===== src/hdl/balanceBot_defines.svh =====
`ifndef BALANCEBOT_DEFINES_SVH
`define BALANCEBOT_DEFINES_SVH

// width of angle, error, integral, derivative and power words
`define BB_ANGLE_W 16

// angle reading of the upright robot
`define BB_TARGET_ANGLE 180

// pid gains, tuned project-wide
`define BB_KP 77
`define BB_KI 1
`define BB_KD 10

// integral term is clipped to +/- this value
`define BB_SUM_LIMIT 1023

// clocks per serial bit, short for simulation
`define BB_CLKS_PER_BIT 16

// duty and pwm counter width
`define BB_DUTY_W 10

// each display digit is lit for 2**BB_REFRESH_BITS clocks
`define BB_REFRESH_BITS 4

`endif

===== src/hdl/balancePkg.sv =====
package balancePkg;

  // serial receiver states
  typedef enum logic [1:0] {
    RX_IDLE  = 2'b00,
    RX_START = 2'b01,
    RX_DATA  = 2'b10,
    RX_STOP  = 2'b11
  } rxState_t;

  // shared wheel direction, drives the h-bridge inputs directly
  typedef enum logic [1:0] {
    DIR_STOP     = 2'b00,
    DIR_FORWARD  = 2'b01,
    DIR_BACKWARD = 2'b10
  } motorDir_t;

endpackage


===== src/hdl/balanceBot.sv =====
`timescale 1ns/1ps
`include "balanceBot_defines.svh"

module balanceBot (
  input  logic        clk,
  input  logic        rst,
  input  logic        serialFromArduino,
  output logic [1:0]  leftDirection,
  output logic [1:0]  rightDirection,
  output logic        leftSpeed,
  output logic        rightSpeed,
  input  logic        switch,
  output logic [15:0] led,
  output logic [6:0]  seg,
  output logic        dp,
  output logic [3:0]  an
);

  logic        [`BB_ANGLE_W-1:0] angle;
  logic                          angleReady;
  logic signed [`BB_ANGLE_W-1:0] motorPower;
  logic        [`BB_DUTY_W-1:0]  duty;
  logic                          pwm;
  balancePkg::motorDir_t         direction;

  // tilt angle from the microcontroller
  angleRx i_angleRx (
    .clk              (clk),
    .rst              (rst),
    .serialFromArduino(serialFromArduino),
    .angle            (angle),
    .angleReady       (angleReady)
  );

  pidController i_pidController (
    .clk       (clk),
    .rst       (rst),
    .angle     (angle),
    .angleReady(angleReady),
    .motorPower(motorPower)
  );

  motorDriver i_motorDriver (
    .clk       (clk),
    .rst       (rst),
    .motorPower(motorPower),
    .direction (direction),
    .pwm       (pwm),
    .duty      (duty)
  );

  // debug readout
  segDisplay i_segDisplay (
    .clk       (clk),
    .rst       (rst),
    .switch    (switch),
    .duty      (duty),
    .angle     (angle),
    .angleReady(angleReady),
    .seg       (seg),
    .an        (an)
  );

  // both wheels share one direction and one speed
  assign leftDirection  = direction;
  assign rightDirection = direction;
  assign leftSpeed      = pwm;
  assign rightSpeed     = pwm;

  // led map, speeds on top, directions, then duty
  assign led = {leftSpeed, rightSpeed, leftDirection, rightDirection, duty};
  assign dp  = direction[0];

endmodule


===== src/hdl/segDisplay.sv =====
`timescale 1ns/1ps
`include "balanceBot_defines.svh"

module segDisplay (
  input  logic                   clk,
  input  logic                   rst,
  input  logic                   switch,
  input  logic [`BB_DUTY_W-1:0]  duty,
  input  logic [`BB_ANGLE_W-1:0] angle,
  input  logic                   angleReady,
  output logic [6:0]             seg,
  output logic [3:0]             an
);

  localparam int RB = `BB_REFRESH_BITS;

  logic [`BB_ANGLE_W-1:0] heldAngle;
  logic [`BB_ANGLE_W-1:0] dispNum;
  logic [RB+1:0]          refreshCnt;
  logic [1:0]             digitIdx;
  logic [3:0]             nibble;
  logic [6:0]             segNext;

  // last received angle, only kept in angle view
  always_ff @(posedge clk) begin
    if (rst || !switch) begin
      heldAngle <= '0;
    end else if (angleReady) begin
      heldAngle <= angle;
    end
  end

  // switch low shows duty, high shows angle
  assign dispNum = switch ? heldAngle : {{(`BB_ANGLE_W - `BB_DUTY_W){1'b0}}, duty};

  // top two bits pick the digit
  always_ff @(posedge clk) begin
    if (rst) begin
      refreshCnt <= '0;
    end else begin
      refreshCnt <= refreshCnt + 1'b1;
    end
  end

  assign digitIdx = refreshCnt[RB+1:RB];
  assign nibble   = dispNum[digitIdx*4 +: 4];

  // hex to active-low gfedcba
  always_comb begin
    case (nibble)
      4'h0: segNext = 7'b1000000;
      4'h1: segNext = 7'b1111001;
      4'h2: segNext = 7'b0100100;
      4'h3: segNext = 7'b0110000;
      4'h4: segNext = 7'b0011001;
      4'h5: segNext = 7'b0010010;
      4'h6: segNext = 7'b0000010;
      4'h7: segNext = 7'b1111000;
      4'h8: segNext = 7'b0000000;
      4'h9: segNext = 7'b0010000;
      4'hA: segNext = 7'b0001000;
      4'hB: segNext = 7'b0000011;
      4'hC: segNext = 7'b1000110;
      4'hD: segNext = 7'b0100001;
      4'hE: segNext = 7'b0000110;
      default: segNext = 7'b0001110;
    endcase
  end

  // anode and segments change on the same edge
  always_ff @(posedge clk) begin
    if (rst) begin
      an  <= 4'b1110;
      seg <= 7'b1111111;
    end else begin
      an  <= ~(4'b0001 << digitIdx);
      seg <= segNext;
    end
  end

endmodule


===== src/hdl/motorDriver.sv =====
`timescale 1ns/1ps
`include "balanceBot_defines.svh"

module motorDriver (
  input  logic                   clk,
  input  logic                   rst,
  input  logic signed [`BB_ANGLE_W-1:0] motorPower,
  output balancePkg::motorDir_t  direction,
  output logic                   pwm,
  output logic [`BB_DUTY_W-1:0]  duty
);

  localparam int W  = `BB_ANGLE_W;
  localparam int DW = `BB_DUTY_W;

  logic [W-1:0]  magnitude;
  logic [DW-1:0] nextDuty;
  logic [DW-1:0] pwmCnt;
  balancePkg::motorDir_t nextDir;

  // unsigned magnitude, most negative value still fits
  assign magnitude = motorPower[W-1] ? W'(-motorPower) : W'(motorPower);

  // saturate to full duty when upper bits are set
  always_comb begin
    if (|magnitude[W-1:DW]) begin
      nextDuty = '1;
    end else begin
      nextDuty = magnitude[DW-1:0];
    end
  end

  // sign selects direction, zero power stops
  always_comb begin
    if (motorPower == '0) begin
      nextDir = balancePkg::DIR_STOP;
    end else if (motorPower[W-1]) begin
      nextDir = balancePkg::DIR_BACKWARD;
    end else begin
      nextDir = balancePkg::DIR_FORWARD;
    end
  end

  always_ff @(posedge clk) begin
    if (rst) begin
      duty      <= '0;
      direction <= balancePkg::DIR_STOP;
    end else begin
      duty      <= nextDuty;
      direction <= nextDir;
    end
  end

  // free-running pwm period counter
  always_ff @(posedge clk) begin
    if (rst) begin
      pwmCnt <= '0;
    end else begin
      pwmCnt <= pwmCnt + 1'b1;
    end
  end

  // high for duty clocks out of each period
  assign pwm = (pwmCnt < duty);

endmodule


===== src/hdl/pidController.sv =====
`timescale 1ns/1ps
`include "balanceBot_defines.svh"

module pidController (
  input  logic                          clk,
  input  logic                          rst,
  input  logic        [`BB_ANGLE_W-1:0] angle,
  input  logic                          angleReady,
  output logic signed [`BB_ANGLE_W-1:0] motorPower
);

  localparam int W = `BB_ANGLE_W;

  localparam logic signed [W-1:0] TARGET = W'(`BB_TARGET_ANGLE);
  localparam logic signed [W-1:0] KP     = W'(`BB_KP);
  localparam logic signed [W-1:0] KI     = W'(`BB_KI);
  localparam logic signed [W-1:0] KD     = W'(`BB_KD);
  // one extra bit so the running sum cannot wrap before clipping
  localparam logic signed [W:0]   POS_LIMIT = (W + 1)'(`BB_SUM_LIMIT);
  localparam logic signed [W:0]   NEG_LIMIT = -POS_LIMIT;

  logic signed [W-1:0] error;
  logic signed [W-1:0] errorSum;
  logic signed [W-1:0] errorDeriv;
  logic signed [W-1:0] prevAngle;
  logic signed [W-1:0] nextError;
  logic signed [W:0]   sumWide;
  logic signed [W-1:0] nextSum;
  logic signed [W-1:0] nextDeriv;

  // proportional input
  assign nextError = $signed(angle) - TARGET;

  // derivative per sample, no time scaling
  assign nextDeriv = $signed(angle) - prevAngle;

  // integral with sign extension before the add
  assign sumWide = {errorSum[W-1], errorSum} + {nextError[W-1], nextError};

  // clip integral to the allowed window
  always_comb begin
    if (sumWide > POS_LIMIT) begin
      nextSum = POS_LIMIT[W-1:0];
    end else if (sumWide < NEG_LIMIT) begin
      nextSum = NEG_LIMIT[W-1:0];
    end else begin
      nextSum = sumWide[W-1:0];
    end
  end

  // all terms load together on a new angle
  always_ff @(posedge clk) begin
    if (rst) begin
      error      <= '0;
      errorSum   <= '0;
      errorDeriv <= '0;
      // first derivative is taken against upright
      prevAngle  <= TARGET;
    end else if (angleReady) begin
      error      <= nextError;
      errorSum   <= nextSum;
      errorDeriv <= nextDeriv;
      prevAngle  <= $signed(angle);
    end
  end

  // pid sum, two's complement, wraps at the word width
  assign motorPower = KP * error + KI * errorSum + KD * errorDeriv;

endmodule


===== src/hdl/angleRx.sv =====
`timescale 1ns/1ps
`include "balanceBot_defines.svh"

module angleRx (
  input  logic                   clk,
  input  logic                   rst,
  input  logic                   serialFromArduino,
  output logic [`BB_ANGLE_W-1:0] angle,
  output logic                   angleReady
);

  localparam int CNT_W = $clog2(`BB_CLKS_PER_BIT);
  // start bit is checked at its middle, later bits one full period apart
  localparam logic [CNT_W-1:0] HALF_BIT = CNT_W'(`BB_CLKS_PER_BIT / 2 - 1);
  localparam logic [CNT_W-1:0] FULL_BIT = CNT_W'(`BB_CLKS_PER_BIT - 1);

  logic                 rxMeta;
  logic                 rxSync;
  balancePkg::rxState_t state;
  logic [CNT_W-1:0]     bitCnt;
  logic [2:0]           bitIdx;
  logic [7:0]           shiftReg;
  logic [7:0]           lowByte;
  logic                 highByte;
  logic                 dataSample;
  logic                 stopSample;

  // two-flop synchronizer, line idles high
  always_ff @(posedge clk) begin
    if (rst) begin
      rxMeta <= 1'b1;
      rxSync <= 1'b1;
    end else begin
      rxMeta <= serialFromArduino;
      rxSync <= rxMeta;
    end
  end

  // mid-bit sample points
  assign dataSample = (state == balancePkg::RX_DATA) && (bitCnt == FULL_BIT);
  assign stopSample = (state == balancePkg::RX_STOP) && (bitCnt == FULL_BIT);

  always_ff @(posedge clk) begin
    if (rst) begin
      state      <= balancePkg::RX_IDLE;
      bitCnt     <= '0;
      bitIdx     <= '0;
      highByte   <= 1'b0;
      angleReady <= 1'b0;
    end else begin
      angleReady <= 1'b0;
      case (state)
        balancePkg::RX_IDLE: begin
          bitCnt <= '0;
          if (!rxSync) begin
            state <= balancePkg::RX_START;
          end
        end
        balancePkg::RX_START: begin
          if (bitCnt == HALF_BIT) begin
            bitCnt <= '0;
            bitIdx <= '0;
            // line back high at mid start bit means a glitch
            state  <= rxSync ? balancePkg::RX_IDLE : balancePkg::RX_DATA;
          end else begin
            bitCnt <= bitCnt + 1'b1;
          end
        end
        balancePkg::RX_DATA: begin
          if (dataSample) begin
            bitCnt <= '0;
            bitIdx <= bitIdx + 1'b1;
            if (bitIdx == 3'd7) begin
              state <= balancePkg::RX_STOP;
            end
          end else begin
            bitCnt <= bitCnt + 1'b1;
          end
        end
        balancePkg::RX_STOP: begin
          if (stopSample) begin
            bitCnt <= '0;
            state  <= balancePkg::RX_IDLE;
            if (!rxSync) begin
              // framing error, resync on a low byte
              highByte <= 1'b0;
            end else if (highByte) begin
              angleReady <= 1'b1;
              highByte   <= 1'b0;
            end else begin
              highByte <= 1'b1;
            end
          end else begin
            bitCnt <= bitCnt + 1'b1;
          end
        end
        default: state <= balancePkg::RX_IDLE;
      endcase
    end
  end

  // byte payload, lsb first
  always_ff @(posedge clk) begin
    if (dataSample) begin
      shiftReg <= {rxSync, shiftReg[7:1]};
    end
    if (stopSample && rxSync) begin
      if (highByte) begin
        angle <= {shiftReg, lowByte};
      end else begin
        lowByte <= shiftReg;
      end
    end
  end

endmodule


===== config.mk =====
export PLATFORM = sky130hd
export DESIGN_NAME = balanceBot
export DESIGN_NICKNAME = d
export VERILOG_FILES = /design/src/hdl/balancePkg.sv /design/src/hdl/balanceBot.sv /design/src/hdl/segDisplay.sv /design/src/hdl/motorDriver.sv /design/src/hdl/pidController.sv /design/src/hdl/angleRx.sv
export VERILOG_INCLUDE_DIRS = /design/src /design/src/hdl
export SDC_FILE = /design/constraint.sdc
export NUM_CORES = 1
export LEC_CHECK = 0
export BUFFER_PORTS_ARGS = -buffer_cell sky130_fd_sc_hd__buf_4
export CAP_MARGIN = 20
export CORE_MARGIN = 2
export CORE_UTILIZATION = 55
export DETAILED_ROUTE_END_ITERATION = 6
export GPL_TIMING_DRIVEN = 0
export PLACE_DENSITY = 0.72
export SETUP_SLACK_MARGIN = 0.3
export SLEW_MARGIN = 0
export SYNTH_ARGS = -nofsm -noshare
export SYNTH_HDL_FRONTEND = slang
export SYNTH_HIERARCHICAL = 1
export SYNTH_SLANG_ARGS = --single-unit
export TNS_END_PERCENT = 20

===== constraint.sdc =====
create_clock -name clk -period 5.3 [get_ports clk]
set_input_delay 1.06 -clock clk [delete_from_list [all_inputs] [get_ports clk]]
set_output_delay 1.06 -clock clk [all_outputs]
set_load 0.01 [all_outputs]

==> impl_metrics.json <==
{
  "drt-total-wl_mm": 26.5,
  "hp-start": "i_angleRx/rxMeta",
  "cp-end-kind": "register",
  "relSlewSlack": 0.437,
  "finalClockSkew_ns": 0.0152,
  "ys_top_cells_by_area": "dfxtp_1 (22%), ha_1 (15%), edfxtp_1 (8.4%), fa_1 (8.2%), mux2i_1 (4.8%)",
  "p_total_w": 0.00255,
  "power_frac_seq": 0.489,
  "path_class": "register to register",
  "max_freq_mhz": 184,
  "tns_ns": -1.01,
  "pwr-share-comb": 0.028,
  "grtUsageTotal": 0.248,
  "synth-simple-area-share": 0.140,
  "pin_count": 38,
  "cp-startpoint": "i_pidController/error[4]",
  "htree_levels": 4,
  "synth_compound_area_frac": 0.136,
  "drt_iter0_markers": 420,
  "critPathRequiredTime_ns": 5.65,
  "power.share.switching": 0.226,
  "final_cell_mix": "ha_1 (126), inv_1 (125), nor2_1 (124)",
  "synth_edf_count": 32,
  "antenna_found_initial": 0,
  "die_y_um": 148,
  "vias": 8722,
  "violations": "setup timing",
  "drtPass1Iterations": 5,
  "hold_violations": 0,
  "leakagePower_nw": 5.90,
  "fin_crit_sh": 1.02,
  "wl_per_cell_um": 17.1,
  "ys_async_sr_fraction": 0,
  "portBuffers": 37,
  "netlist_area_mm2": 0.0114,
  "slowest_delay_ns": 0.53,
  "grt_pass1_wl_mm": 43.0,
  "p_int_w": 0.00197,
  "area_growth_pct": 16.3,
  "cts_tree": "built",
  "slew_viol_final": 0,
  "clock-root-buffer": "clkbuf_16",
  "ys_ff_latch": 160,
  "nNetsFinal": 1456,
  "hold_class": "register to register",
  "core_region_area_mm2": 0.0203,
  "grt_max_degree": 18,
  "num_rows": 52,
  "synthFlopType": "dfxtp_1",
  "synth_cell_types": 89,
  "p_sw_w": 0.000575,
  "drv_cap": 0,
  "postCtsHoldBufs": 0,
  "synth.top_cell.area_share": 0.225,
  "pwr-share-clk": 0.484,
  "peakVddDrop_mv": 0.233,
  "grt-ovfl-total": 0,
  "worstPathMaxFanout": 5,
  "r2r-start": "i_pidController/error[4]",
  "start_kind": "register",
  "gp_congestion": 0.915,
  "clk_path_buf_depth": 2,
  "max_slew.worst_pin.slew_ns": 0.844,
  "antenna_left": 0,
  "rsz0062_at_grt": "true",
  "diodes": 0,
  "p_per_area_mw_per_mm2": 192,
  "fin_crit_ns": 5.42,
  "grt_pass1_vias": 8605,
  "seq_area_frac_synth": 0.309,
  "clkTransAtPathRegs_ns": 0.07,
  "synth_adder_area_share": 0.233,
  "cts_num_sinks": 160,
  "start_util": 0.562,
  "layout_commonest_cell": "ha_1",
  "utilization": 0.654,
  "dp_hpwl_mm": 20.3,
  "drc_errors": 0,
  "ys_warn_count": 6,
  "timing.final.ws_setup_ns": -0.124,
  "vias_per_cell": 5.62,
  "clk-insertion-delay-late_ns": 0.43,
  "synth_top_family_by_area": "adder cells",
  "final_layout_size_suffix_gt1_frac": 0.175,
  "crit_path_frequent_cell": "buf_4",
  "cp.arrival_ns": 5.77,
  "synth_mux_area_frac": 0.0542,
  "holdWs_ns": 0.415,
  "finalSetupViolCount": 11,
  "synth_area_leader_cell": "dfxtp_1",
  "slowest_stage": "fa_1",
  "die_x_um": 148,
  "outcome": "finished with violations",
  "postSynthCellCount": 1185,
  "syn_area_per_cell_um2": 9.63,
  "cts_buffers": 17,
  "synthXorXnorAreaFrac": 0.0637,
  "syn_nets": 1373,
  "die_area_mm2": 0.0219
}
[worst max-delay path, delay by kind of cell, from the launching register on]
kind | cells | cell delay, ns
DFF | 1 | 0.37
buffers and inverters | 8 | 0.89
and+or+nand+nor | 4 | 0.46
adders and majority gates | 6 | 2.21
xor gates and xnor gates | 1 | 0.18
AOI/OAI and AO/OA | 7 | 1.23
[metrics by stage]
| stage | std cells | setup WS (ns) | cell area, µm² |
|---|---|---|---|
| 5_1_grt | 1551 | -0.378 | 13300 |
| 2_1_floorplan | 1185 | 0.239 | 11500 |
| 4_1_cts | 1543 | -0.0911 | 13100 |
| 6_report | 1551 | -0.124 | 13300 |
| 3_5_place_dp | 1493 | -0.586 | 12100 |
| 3_3_place_gp | 1492 | -0.553 | 12100 |
[metal layers]
metal | global-route usage | vias to the layer above | wire length, µm
met5 | 0 | - | 0
met4 | 0.0729 | 0 | 645
met3 | 0.0343 | 38 | 914
met2 | 0.437 | 161 | 13400
met1 | 0.318 | 4223 | 11500
li1 | - | 4300 | -
[path summary, 6_finish.rpt]
kind	cells after the start	endpoint	slack, ns
max reg2reg	26	i_motorDriver/direction[0]	-0.12
min	1	i_angleRx/rxSync	0.42
max	26	i_motorDriver/direction[0]	-0.12
min reg2reg	1	i_angleRx/rxSync	0.42
[kinds of logic after synthesis]
family          after synthesis
flops                       160
buf+inv                     175
mux                          60
fa+ha+maj                   184
simple gates                313
compound gates              210
xor+xnor                     83
[cell usage after synthesis, drive strengths merged, types with 6 or more instances]
| master | count |
|---|---|
| buf | 26 |
| a21boi | 7 |
| a31oi | 11 |
| edfxtp | 32 |
| o31ai | 9 |
| a21o | 17 |
| nand2 | 42 |
| nor2 | 127 |
| ha | 137 |
| nand2b | 7 |
| a2111oi | 6 |
| a21oi | 44 |
| mux2i | 55 |
| nor2b | 13 |
| clkbuf | 19 |
| and3 | 10 |
| nor4 | 10 |
| dfxtp | 128 |
| inv | 129 |
| a211o | 8 |
| or3 | 10 |
| xnor2 | 54 |
| o21a | 16 |
| xor2 | 29 |
| a221o | 7 |
| or2 | 9 |
| nand4 | 8 |
| nor4b | 6 |
| nor3 | 26 |
| nand3 | 20 |
| and2 | 7 |
| o21ai | 32 |
| o211ai | 6 |
| fa | 47 |
| a211oi | 11 |
| nand3b | 6 |
[power by group through the flow]
| stage | registers [W] | clock network, W | logic, W |
|---|---|---|---|
| floorplan | 0.00128 | 0 | 0.0000424 |
| global placement | 0.00128 | 0 | 0.0000680 |
| detailed placement | 0.00128 | 0 | 0.0000694 |
| CTS | 0.00125 | 0.00125 | 0.0000702 |
| global route | 0.00124 | 0.00130 | 0.0000763 |
| finish | 0.00124 | 0.00123 | 0.0000702 |
[area by class of cell]
class                   count  area [µm²]
flip-flops and latches    160        3570
clock inverters            11         111
well taps                 270         338
plain buffers              45         264
inverters                 130         488
multi-input cells         850        7510
clock buffers              21         504
repair buffers             64         492
fillers                  1648        7030
[state kept, by name (all words and copies together), names as in the netlist, named ones only]
register,count
i_segDisplay/refreshCnt,6
i_segDisplay/an,4
i_angleRx/highByte,1
i_angleRx/bitIdx,3
i_segDisplay/heldAngle,16
i_angleRx/lowByte,8
i_angleRx/angle,16
i_motorDriver/direction,2
i_pidController/prevAngle,13
i_pidController/errorSum,16
i_pidController/errorDeriv,15
i_angleRx/shiftReg,8
i_motorDriver/duty,10
i_angleRx/rxSync,1
i_segDisplay/seg,7
i_angleRx/state,1
i_pidController/error,16
i_angleRx/bitCnt,4
i_angleRx/rxMeta,1
i_angleRx/angleReady,1
i_motorDriver/pwmCnt,10
[what timing repair did]
action | in CTS | in global routing
endpoints found under the hold margin | 0 | 0
pin swaps | 16 | 10
gates cloned | 1 | 0
buffers inserted | 17 | 8
resized for setup | 49 | 28
setup endpoints to repair | 12 | 12
Note: power is estimated with default switching activity, not from simulation.
